File: config.mk
export PLATFORM = sky130hd
export DESIGN_NAME = perceptron_predictor
export DESIGN_NICKNAME = d
export VERILOG_FILES = /design/src/bp_cfg_pkg.sv /design/src/bp_types_pkg.sv /design/src/weight_port_if.sv /design/src/perceptron_ctrl.sv /design/src/perceptron_dot.sv /design/src/perceptron_predictor.sv /design/src/weight_table.sv /design/src/weight_update.sv
export SDC_FILE = /design/constraint.sdc
export NUM_CORES = 2
export LEC_CHECK = 0
export ABC_CLOCK_PERIOD_IN_PS = 16200
export BUFFER_PORTS_ARGS = -buffer_cell sky130_fd_sc_hd__buf_2
export CAP_MARGIN = 0
export CORE_AREA = 2 2 370 372
export DETAILED_ROUTE_END_ITERATION = 12
export DIE_AREA = 0 0 372 374
export MAX_ROUTING_LAYER = met4
export PLACE_DENSITY = 0.76
export SLEW_MARGIN = 20
export SYNTH_ARGS = -nofsm -noshare
export SYNTH_HDL_FRONTEND = slang
export SYNTH_HIERARCHICAL = 1
export SYNTH_SLANG_ARGS = --single-unit
File: constraint.sdc
create_clock -name clk -period 16.2 [get_ports clk]
set_input_delay 0.81 -clock clk [delete_from_list [all_inputs] [get_ports clk]]
set_output_delay 0.81 -clock clk [all_outputs]
set_load 0.05 [all_outputs]
File: src/bp_cfg_pkg.sv
package bp_cfg_pkg;

	// ################################################
	// Table geometry
	// ################################################

	// History bits, one weight per bit plus the bias weight
	localparam int HIST_LEN = 8;

	// Signed width of a single weight
	localparam int WEIGHT_W = 8;

	// The table holds 2**TABLE_IDX_W rows, indexed by the low PC bits
	localparam int TABLE_IDX_W = 4;

	localparam int PC_W = 32;

	// ################################################
	// Training
	// ################################################

	// Queue entries, equal to the credits the sender starts with
	localparam int RESOLVE_DEPTH = 4;

	// Threshold of 1.93 * HIST_LEN + 14, truncated to an integer
	localparam int THETA = (193 * HIST_LEN + 1400) / 100;

endpackage

File: src/bp_types_pkg.sv
package bp_types_pkg;

	import bp_cfg_pkg::*;

	// ################################################
	// Weights and history
	// ################################################

	typedef logic signed [WEIGHT_W-1:0] weight_t;

	// Entry 0 is the bias, entry i+1 pairs with history bit i
	typedef weight_t weight_row_t [HIST_LEN+1];

	// Bit 0 holds the most recent outcome
	typedef logic [HIST_LEN-1:0] hist_t;

	// Nine saturated weights fit in four extra bits
	typedef logic signed [WEIGHT_W+3:0] sum_t;

	// ################################################
	// Resolve records
	// ################################################

	typedef struct packed {
		logic [PC_W-1:0] pc;
		logic taken;
		logic cond;
	} resolve_rec_t;

endpackage

File: src/weight_port_if.sv
interface weight_port_if #(
	parameter int TABLE_IDX_W = bp_cfg_pkg::TABLE_IDX_W
);
	import bp_types_pkg::*;

	// Training read, the row returns one cycle after rd_en
	logic rd_en;
	logic [TABLE_IDX_W-1:0] rd_idx;
	weight_row_t rd_row;

	// Training write, applied at the clock edge
	logic wr_en;
	logic [TABLE_IDX_W-1:0] wr_idx;
	weight_row_t wr_row;

	modport trainer (
		output rd_en, rd_idx, wr_en, wr_idx, wr_row,
		input rd_row
	);

	modport tbl (
		input rd_en, rd_idx, wr_en, wr_idx, wr_row,
		output rd_row
	);

endinterface

File: src/perceptron_ctrl.sv
module perceptron_ctrl #(
	parameter int HIST_LEN = bp_cfg_pkg::HIST_LEN,
	parameter int TABLE_IDX_W = bp_cfg_pkg::TABLE_IDX_W,
	parameter int RESOLVE_DEPTH = bp_cfg_pkg::RESOLVE_DEPTH
) (
	input logic clk,
	input logic rst,
	input logic predict_vld_i,
	input logic resolve_vld_i,
	input bp_types_pkg::resolve_rec_t resolve_rec_i,
	output bp_types_pkg::hist_t hist_o,
	output bp_types_pkg::weight_row_t train_row_o,
	output bp_types_pkg::hist_t train_hist_o,
	output logic train_taken_o,
	input bp_types_pkg::sum_t train_sum_i,
	input bp_types_pkg::weight_row_t new_row_i,
	input logic train_i,
	output logic pred_vld_o,
	output logic resolve_credit_o,
	weight_port_if.trainer wp
);
	import bp_types_pkg::*;

	localparam int PTR_W = (RESOLVE_DEPTH > 1) ? $clog2(RESOLVE_DEPTH) : 1;
	localparam int CNT_W = $clog2(RESOLVE_DEPTH + 1);

	typedef enum logic [1:0] {IDLE, READ, WRITE} state_t;

	state_t state;
	state_t state_nxt;
	resolve_rec_t queue [RESOLVE_DEPTH];
	resolve_rec_t cur_rec;
	logic [PTR_W-1:0] head;
	logic [PTR_W-1:0] tail;
	logic [CNT_W-1:0] count;
	logic [CNT_W-1:0] count_nxt;
	hist_t bhr;
	logic commit;

	function automatic logic [PTR_W-1:0] ptr_inc(input logic [PTR_W-1:0] p);
		return (p == PTR_W'(RESOLVE_DEPTH - 1)) ? '0 : p + 1'b1;
	endfunction

	// ################################################
	// Resolve queue and history
	// ################################################

	// The sender never pushes into a full queue because it holds no credit then
	always_ff @(posedge clk) begin
		if (resolve_vld_i) begin
			queue[tail] <= resolve_rec_i;
		end
		if (state == READ) begin
			cur_rec <= queue[head];
		end
		if (predict_vld_i) begin
			hist_o <= bhr;
		end
	end

	// A record counts as queued until its credit goes back
	assign count_nxt = count + CNT_W'(resolve_vld_i) - CNT_W'(resolve_credit_o);

	always_ff @(posedge clk) begin
		if (rst) begin
			state <= IDLE;
			head <= '0;
			tail <= '0;
			count <= '0;
			bhr <= '0;
			pred_vld_o <= 1'b0;
		end else begin
			state <= state_nxt;
			count <= count_nxt;
			pred_vld_o <= predict_vld_i;
			if (resolve_vld_i) begin
				tail <= ptr_inc(tail);
			end
			if (state == READ) begin
				head <= ptr_inc(head);
			end
			if (state == WRITE && cur_rec.cond) begin
				bhr <= {bhr[HIST_LEN-2:0], cur_rec.taken};
			end
		end
	end

	// ################################################
	// Training sequencer
	// ################################################

	always_comb begin
		state_nxt = state;
		case (state)
			IDLE: begin
				if (count != '0) begin
					state_nxt = READ;
				end
			end
			READ: state_nxt = WRITE;
			WRITE: state_nxt = (count_nxt != '0) ? READ : IDLE;
			default: state_nxt = IDLE;
		endcase
	end

	assign wp.rd_en = (state == READ);
	assign wp.rd_idx = queue[head].pc[TABLE_IDX_W-1:0];

	// The row arrives in WRITE and is scored against the current history
	assign train_row_o = wp.rd_row;
	assign train_hist_o = bhr;
	assign train_taken_o = cur_rec.taken;

	assign commit = cur_rec.cond && train_i;

	assign wp.wr_en = (state == WRITE) && commit;
	assign wp.wr_idx = cur_rec.pc[TABLE_IDX_W-1:0];
	assign wp.wr_row = new_row_i;

	assign resolve_credit_o = (state == WRITE);

endmodule

File: src/perceptron_dot.sv
module perceptron_dot #(
	parameter int HIST_LEN = bp_cfg_pkg::HIST_LEN
) (
	input bp_types_pkg::weight_row_t row_i,
	input bp_types_pkg::hist_t hist_i,
	output bp_types_pkg::sum_t sum_o,
	output logic taken_o
);
	import bp_types_pkg::*;

	// History bits act as +1 for taken and -1 for not taken
	always_comb begin
		sum_t acc;

		acc = sum_t'(row_i[0]);
		for (int i = 0; i < HIST_LEN; i++) begin
			if (hist_i[i]) begin
				acc = acc + sum_t'(row_i[i+1]);
			end else begin
				acc = acc - sum_t'(row_i[i+1]);
			end
		end
		sum_o = acc;
	end

	// A zero sum counts as taken
	assign taken_o = (sum_o >= 0);

endmodule

File: src/perceptron_predictor.sv
module perceptron_predictor #(
	parameter int HIST_LEN = bp_cfg_pkg::HIST_LEN,
	parameter int WEIGHT_W = bp_cfg_pkg::WEIGHT_W,
	parameter int TABLE_IDX_W = bp_cfg_pkg::TABLE_IDX_W,
	parameter int PC_W = bp_cfg_pkg::PC_W,
	parameter int RESOLVE_DEPTH = bp_cfg_pkg::RESOLVE_DEPTH,
	parameter int THETA = bp_cfg_pkg::THETA
) (
	input logic clk,
	input logic rst,
	input logic predict_vld_i,
	input logic [PC_W-1:0] predict_pc_i,
	input logic resolve_vld_i,
	input logic [PC_W-1:0] resolve_pc_i,
	input logic resolve_taken_i,
	input logic resolve_cond_i,
	output logic pred_vld_o,
	output logic pred_taken_o,
	output logic resolve_credit_o
);
	import bp_types_pkg::*;

	resolve_rec_t resolve_rec;
	hist_t pred_hist;
	hist_t train_hist;
	weight_row_t pred_row;
	weight_row_t train_row;
	weight_row_t new_row;
	sum_t train_sum;
	logic train_taken;
	logic train_needed;

	weight_port_if #(.TABLE_IDX_W(TABLE_IDX_W)) wp_if ();

	assign resolve_rec = '{pc: resolve_pc_i, taken: resolve_taken_i, cond: resolve_cond_i};

	perceptron_ctrl #(
		.HIST_LEN(HIST_LEN),
		.TABLE_IDX_W(TABLE_IDX_W),
		.RESOLVE_DEPTH(RESOLVE_DEPTH)
	) u_perceptron_ctrl (
		.clk(clk),
		.rst(rst),
		.predict_vld_i(predict_vld_i),
		.resolve_vld_i(resolve_vld_i),
		.resolve_rec_i(resolve_rec),
		.hist_o(pred_hist),
		.train_row_o(train_row),
		.train_hist_o(train_hist),
		.train_taken_o(train_taken),
		.train_sum_i(train_sum),
		.new_row_i(new_row),
		.train_i(train_needed),
		.pred_vld_o(pred_vld_o),
		.resolve_credit_o(resolve_credit_o),
		.wp(wp_if)
	);

	weight_table #(.TABLE_IDX_W(TABLE_IDX_W)) u_weight_table (
		.clk(clk),
		.rst(rst),
		.pred_rd_en_i(predict_vld_i),
		.pred_rd_idx_i(predict_pc_i[TABLE_IDX_W-1:0]),
		.pred_rd_row_o(pred_row),
		.tp(wp_if)
	);

	// Row and history are both registered on the request edge
	perceptron_dot #(.HIST_LEN(HIST_LEN)) u_pred_dot (
		.row_i(pred_row),
		.hist_i(pred_hist),
		.sum_o(),
		.taken_o(pred_taken_o)
	);

	perceptron_dot #(.HIST_LEN(HIST_LEN)) u_train_dot (
		.row_i(train_row),
		.hist_i(train_hist),
		.sum_o(train_sum),
		.taken_o()
	);

	weight_update #(
		.HIST_LEN(HIST_LEN),
		.WEIGHT_W(WEIGHT_W),
		.THETA(THETA)
	) u_weight_update (
		.row_i(train_row),
		.hist_i(train_hist),
		.sum_i(train_sum),
		.outcome_i(train_taken),
		.row_o(new_row),
		.train_o(train_needed)
	);

endmodule

File: src/weight_table.sv
module weight_table #(
	parameter int TABLE_IDX_W = bp_cfg_pkg::TABLE_IDX_W
) (
	input logic clk,
	input logic rst,
	input logic pred_rd_en_i,
	input logic [TABLE_IDX_W-1:0] pred_rd_idx_i,
	output bp_types_pkg::weight_row_t pred_rd_row_o,
	weight_port_if.tbl tp
);
	import bp_types_pkg::*;

	localparam int ROWS = 2 ** TABLE_IDX_W;

	weight_row_t rows [ROWS];

	// All weights start at zero so every first prediction is taken
	always_ff @(posedge clk) begin
		if (rst) begin
			for (int r = 0; r < ROWS; r++) begin
				rows[r] <= '{default: '0};
			end
		end else if (tp.wr_en) begin
			rows[tp.wr_idx] <= tp.wr_row;
		end
	end

	// ################################################
	// Registered read ports
	// ################################################

	// Reads on the edge of a write still see the old row
	always_ff @(posedge clk) begin
		if (pred_rd_en_i) begin
			pred_rd_row_o <= rows[pred_rd_idx_i];
		end
	end

	always_ff @(posedge clk) begin
		if (tp.rd_en) begin
			tp.rd_row <= rows[tp.rd_idx];
		end
	end

endmodule

File: src/weight_update.sv
module weight_update #(
	parameter int HIST_LEN = bp_cfg_pkg::HIST_LEN,
	parameter int WEIGHT_W = bp_cfg_pkg::WEIGHT_W,
	parameter int THETA = bp_cfg_pkg::THETA
) (
	input bp_types_pkg::weight_row_t row_i,
	input bp_types_pkg::hist_t hist_i,
	input bp_types_pkg::sum_t sum_i,
	input logic outcome_i,
	output bp_types_pkg::weight_row_t row_o,
	output logic train_o
);
	import bp_types_pkg::*;

	localparam weight_t W_MAX = weight_t'((2 ** (WEIGHT_W - 1)) - 1);
	localparam weight_t W_MIN = weight_t'(-(2 ** (WEIGHT_W - 1)));

	logic sum_taken;
	logic low_margin;

	// Train on a wrong direction or while the sum sits inside the threshold
	assign sum_taken = (sum_i >= 0);
	assign low_margin = (sum_i <= sum_t'(THETA)) && (sum_i >= -sum_t'(THETA));
	assign train_o = (sum_taken != outcome_i) || low_margin;

	// One step towards the outcome, held at the signed limits
	function automatic weight_t step(input weight_t w, input logic up);
		if (up) begin
			return (w == W_MAX) ? w : weight_t'(w + 1);
		end
		return (w == W_MIN) ? w : weight_t'(w - 1);
	endfunction

	always_comb begin
		row_o[0] = step(row_i[0], outcome_i);
		for (int i = 0; i < HIST_LEN; i++) begin
			row_o[i+1] = step(row_i[i+1], hist_i[i] == outcome_i);
		end
	end

endmodule
==> run_results.csv <==
group,metric,value,unit
critical_path,crit_path_top_delay_cell,"or2_4",
floorplan,num_io_pins,73,
critical_path,cp_max_fo,33,
final_layout,drive_gt1_share,17.9,%
place,gp_congestion,0.946,
critical_path,critPathArrivalTime,14.60,ns
drt,drt_iter0_drc,8699,
global_route,grt_max_degree,102,
global_route,grt_pass1_vias,52522,
clock_tree,numCtsBuffers,145,
clock_tree,cts_num_sinks,1354,
drt,vias,53133,
place,place_inst,7384,
timing,finalSetupTns,0,ns
timing,setup_viol_count_final,0,
drt,routed_wl,233,mm
critical_path,cpMostUsedCell,"ha_1",
critical_path,regToRegSetupSlack,2.04,ns
timing,fin_crit,14.16,ns
clock_tree,cts_resized,0,
drt,wl_per_cell,30.4,µm
clock_tree,cts_tree,"built",
global_route,gr-total-overflow,0,
min_path,hold_path.class,"input pin to flop",
timing,hold_violations,0,
critical_path,crit_type,"flop to flop",
timing,timing.slew.headroom,17.7,%
timing,grt_setup_unrepaired,"false",
logic_synthesis,syn_avg_cell_area,13.3,µm²
global_route,grt_pass1_wl,341,mm
drt,viasPerCell,6.94,
floorplan,core,135000,µm²
floorplan,fp.dieH,374,µm
timing,period_share,87.4,%
floorplan,rows,135,
timing,slew_viol_final,0,
timing,hold_ws,0.219,ns
floorplan,dieWidth,372,µm
timing,max_freq,70.6,MHz
global_route,antenna_found_initial,18,
drt,dr.pass1.iters,6,
logic_synthesis,postSynthCellCount,6076,
floorplan,die-area,139000,µm²
logic_synthesis,yosysWarnings,6,
final_layout,multiInputGateArea,36800,µm²
clock_tree,root_buffer,"clkbuf_16",
logic_synthesis,syn_nets,6381,
job,maxCapViolations,0,
drt,drc,0,
final_layout,fin_nets,6060,
floorplan,initial_utilization,59.7,%
final_layout,finalNonFillerCells,7659,
global_route,track_usage,34.7,%
clock_tree,hold_buffers,0,
timing,skew,0.0284,ns
final_layout,seq_area,40500,µm²
logic_synthesis,synth_area,80500,µm²
final_layout,area_growth,6.55,%
critical_path,slowest_delay,0.91,ns
critical_path,critical_path_buf_inv_count,6,
place,dpl.hpwl,133,mm
run_status,status,"complete, no violations",
clock_tree,ctsHtreeMaxLevel,4,
critical_path,critPathRequiredTime,16.63,ns
clock_tree,cts_buffer_depth,3,
clock_tree,clk_latency,0.80,ns
critical_path,cp-start-kind,"flop",
clock_tree,post_cts_buffers,0,
clock_tree,clk_pin_slew,0.06,ns
final_layout,fillers,9689,
critical_path,path_delay_family,"compound AO/OA/AOI/OAI gates",
drt,ant_nets,0,
place,io_buffer_count,16,
timing,worst_slew_pin_slew,1.23,ns
critical_path,timing.critical_path.to_type,"flop",
## through the flow
step           worst slack [ns]  utilization [%]  area [µm²]
2_1_floorplan              5.40                -       80500
3_3_place_gp               2.20             59.9       80900
3_5_place_dp               2.25             60.0       80900
4_1_cts                    2.18             63.5       85700
5_1_grt                    1.42             63.6       85800
6_report                   2.04             63.6       85800
## cell usage in the layout, fill, tap and decap left out, types with 134 or more instances in the layout
cell and instances:
a22oi_1 292, nor2_1 155, a21oi_1 199, and2_1 1161
inv_1 172, ha_1 219, xnor2_1 134, clkbuf_16 147
nand2_1 235, xor2_1 137, edfxtp_1 1334, mux4_2 580
## worst paths after layout
check / from / endpoint / depth (start not counted)
worst max-delay path: u_weight_table/tp.rd_row[56] / u_weight_table/rows[11][58] / 50
worst min-delay path: resolve_pc_i[0] / u_perceptron_ctrl/queue[1][2] / 1
worst max register to register: u_weight_table/tp.rd_row[56] / u_weight_table/rows[11][58] / 50
worst min register to register: u_perceptron_ctrl/state[0] / u_perceptron_ctrl/state[0] / 3
## registers in the layout, summed over array words and instances (netlist names), named ones only
register,count
u_weight_table/pred_rd_row_o,72
u_perceptron_ctrl/hist_o,8
u_weight_table/tp.rd_row,72
u_perceptron_ctrl/pred_vld_o,1
u_perceptron_ctrl/queue,24
u_perceptron_ctrl/head,2
u_perceptron_ctrl/train_hist_o,8
u_perceptron_ctrl/state,2
u_perceptron_ctrl/tail,2
u_weight_table/rows,1152
u_perceptron_ctrl/cur_rec,1
u_perceptron_ctrl/train_taken_o,1
u_perceptron_ctrl/wp.wr_idx,4
u_perceptron_ctrl/count,3
## routing by layer
layer | global-route usage, % | up-vias | wire (µm)
met3 | 9.21 | 561 | 33600
met4 | 11.2 | 0 | 8030
met1 | 47.0 | 26350 | 84300
li1 | - | 22280 | -
met2 | 51.4 | 3942 | 107000
met5 | - | - | 0
## layout make-up
class,count,area share [%]
antenna,7,0.0204
clock buffer,168,4.40
clock inverter,95,1.14
inverter,175,0.765
multi-input combinational,3958,42.9
sequential,1354,47.1
tap,1781,2.60
timing repair buffer,121,1.06
Power is left out: the tool's default activity adds up to more than one toggle a clock period on the data nets, which glitch-free logic cannot reach.
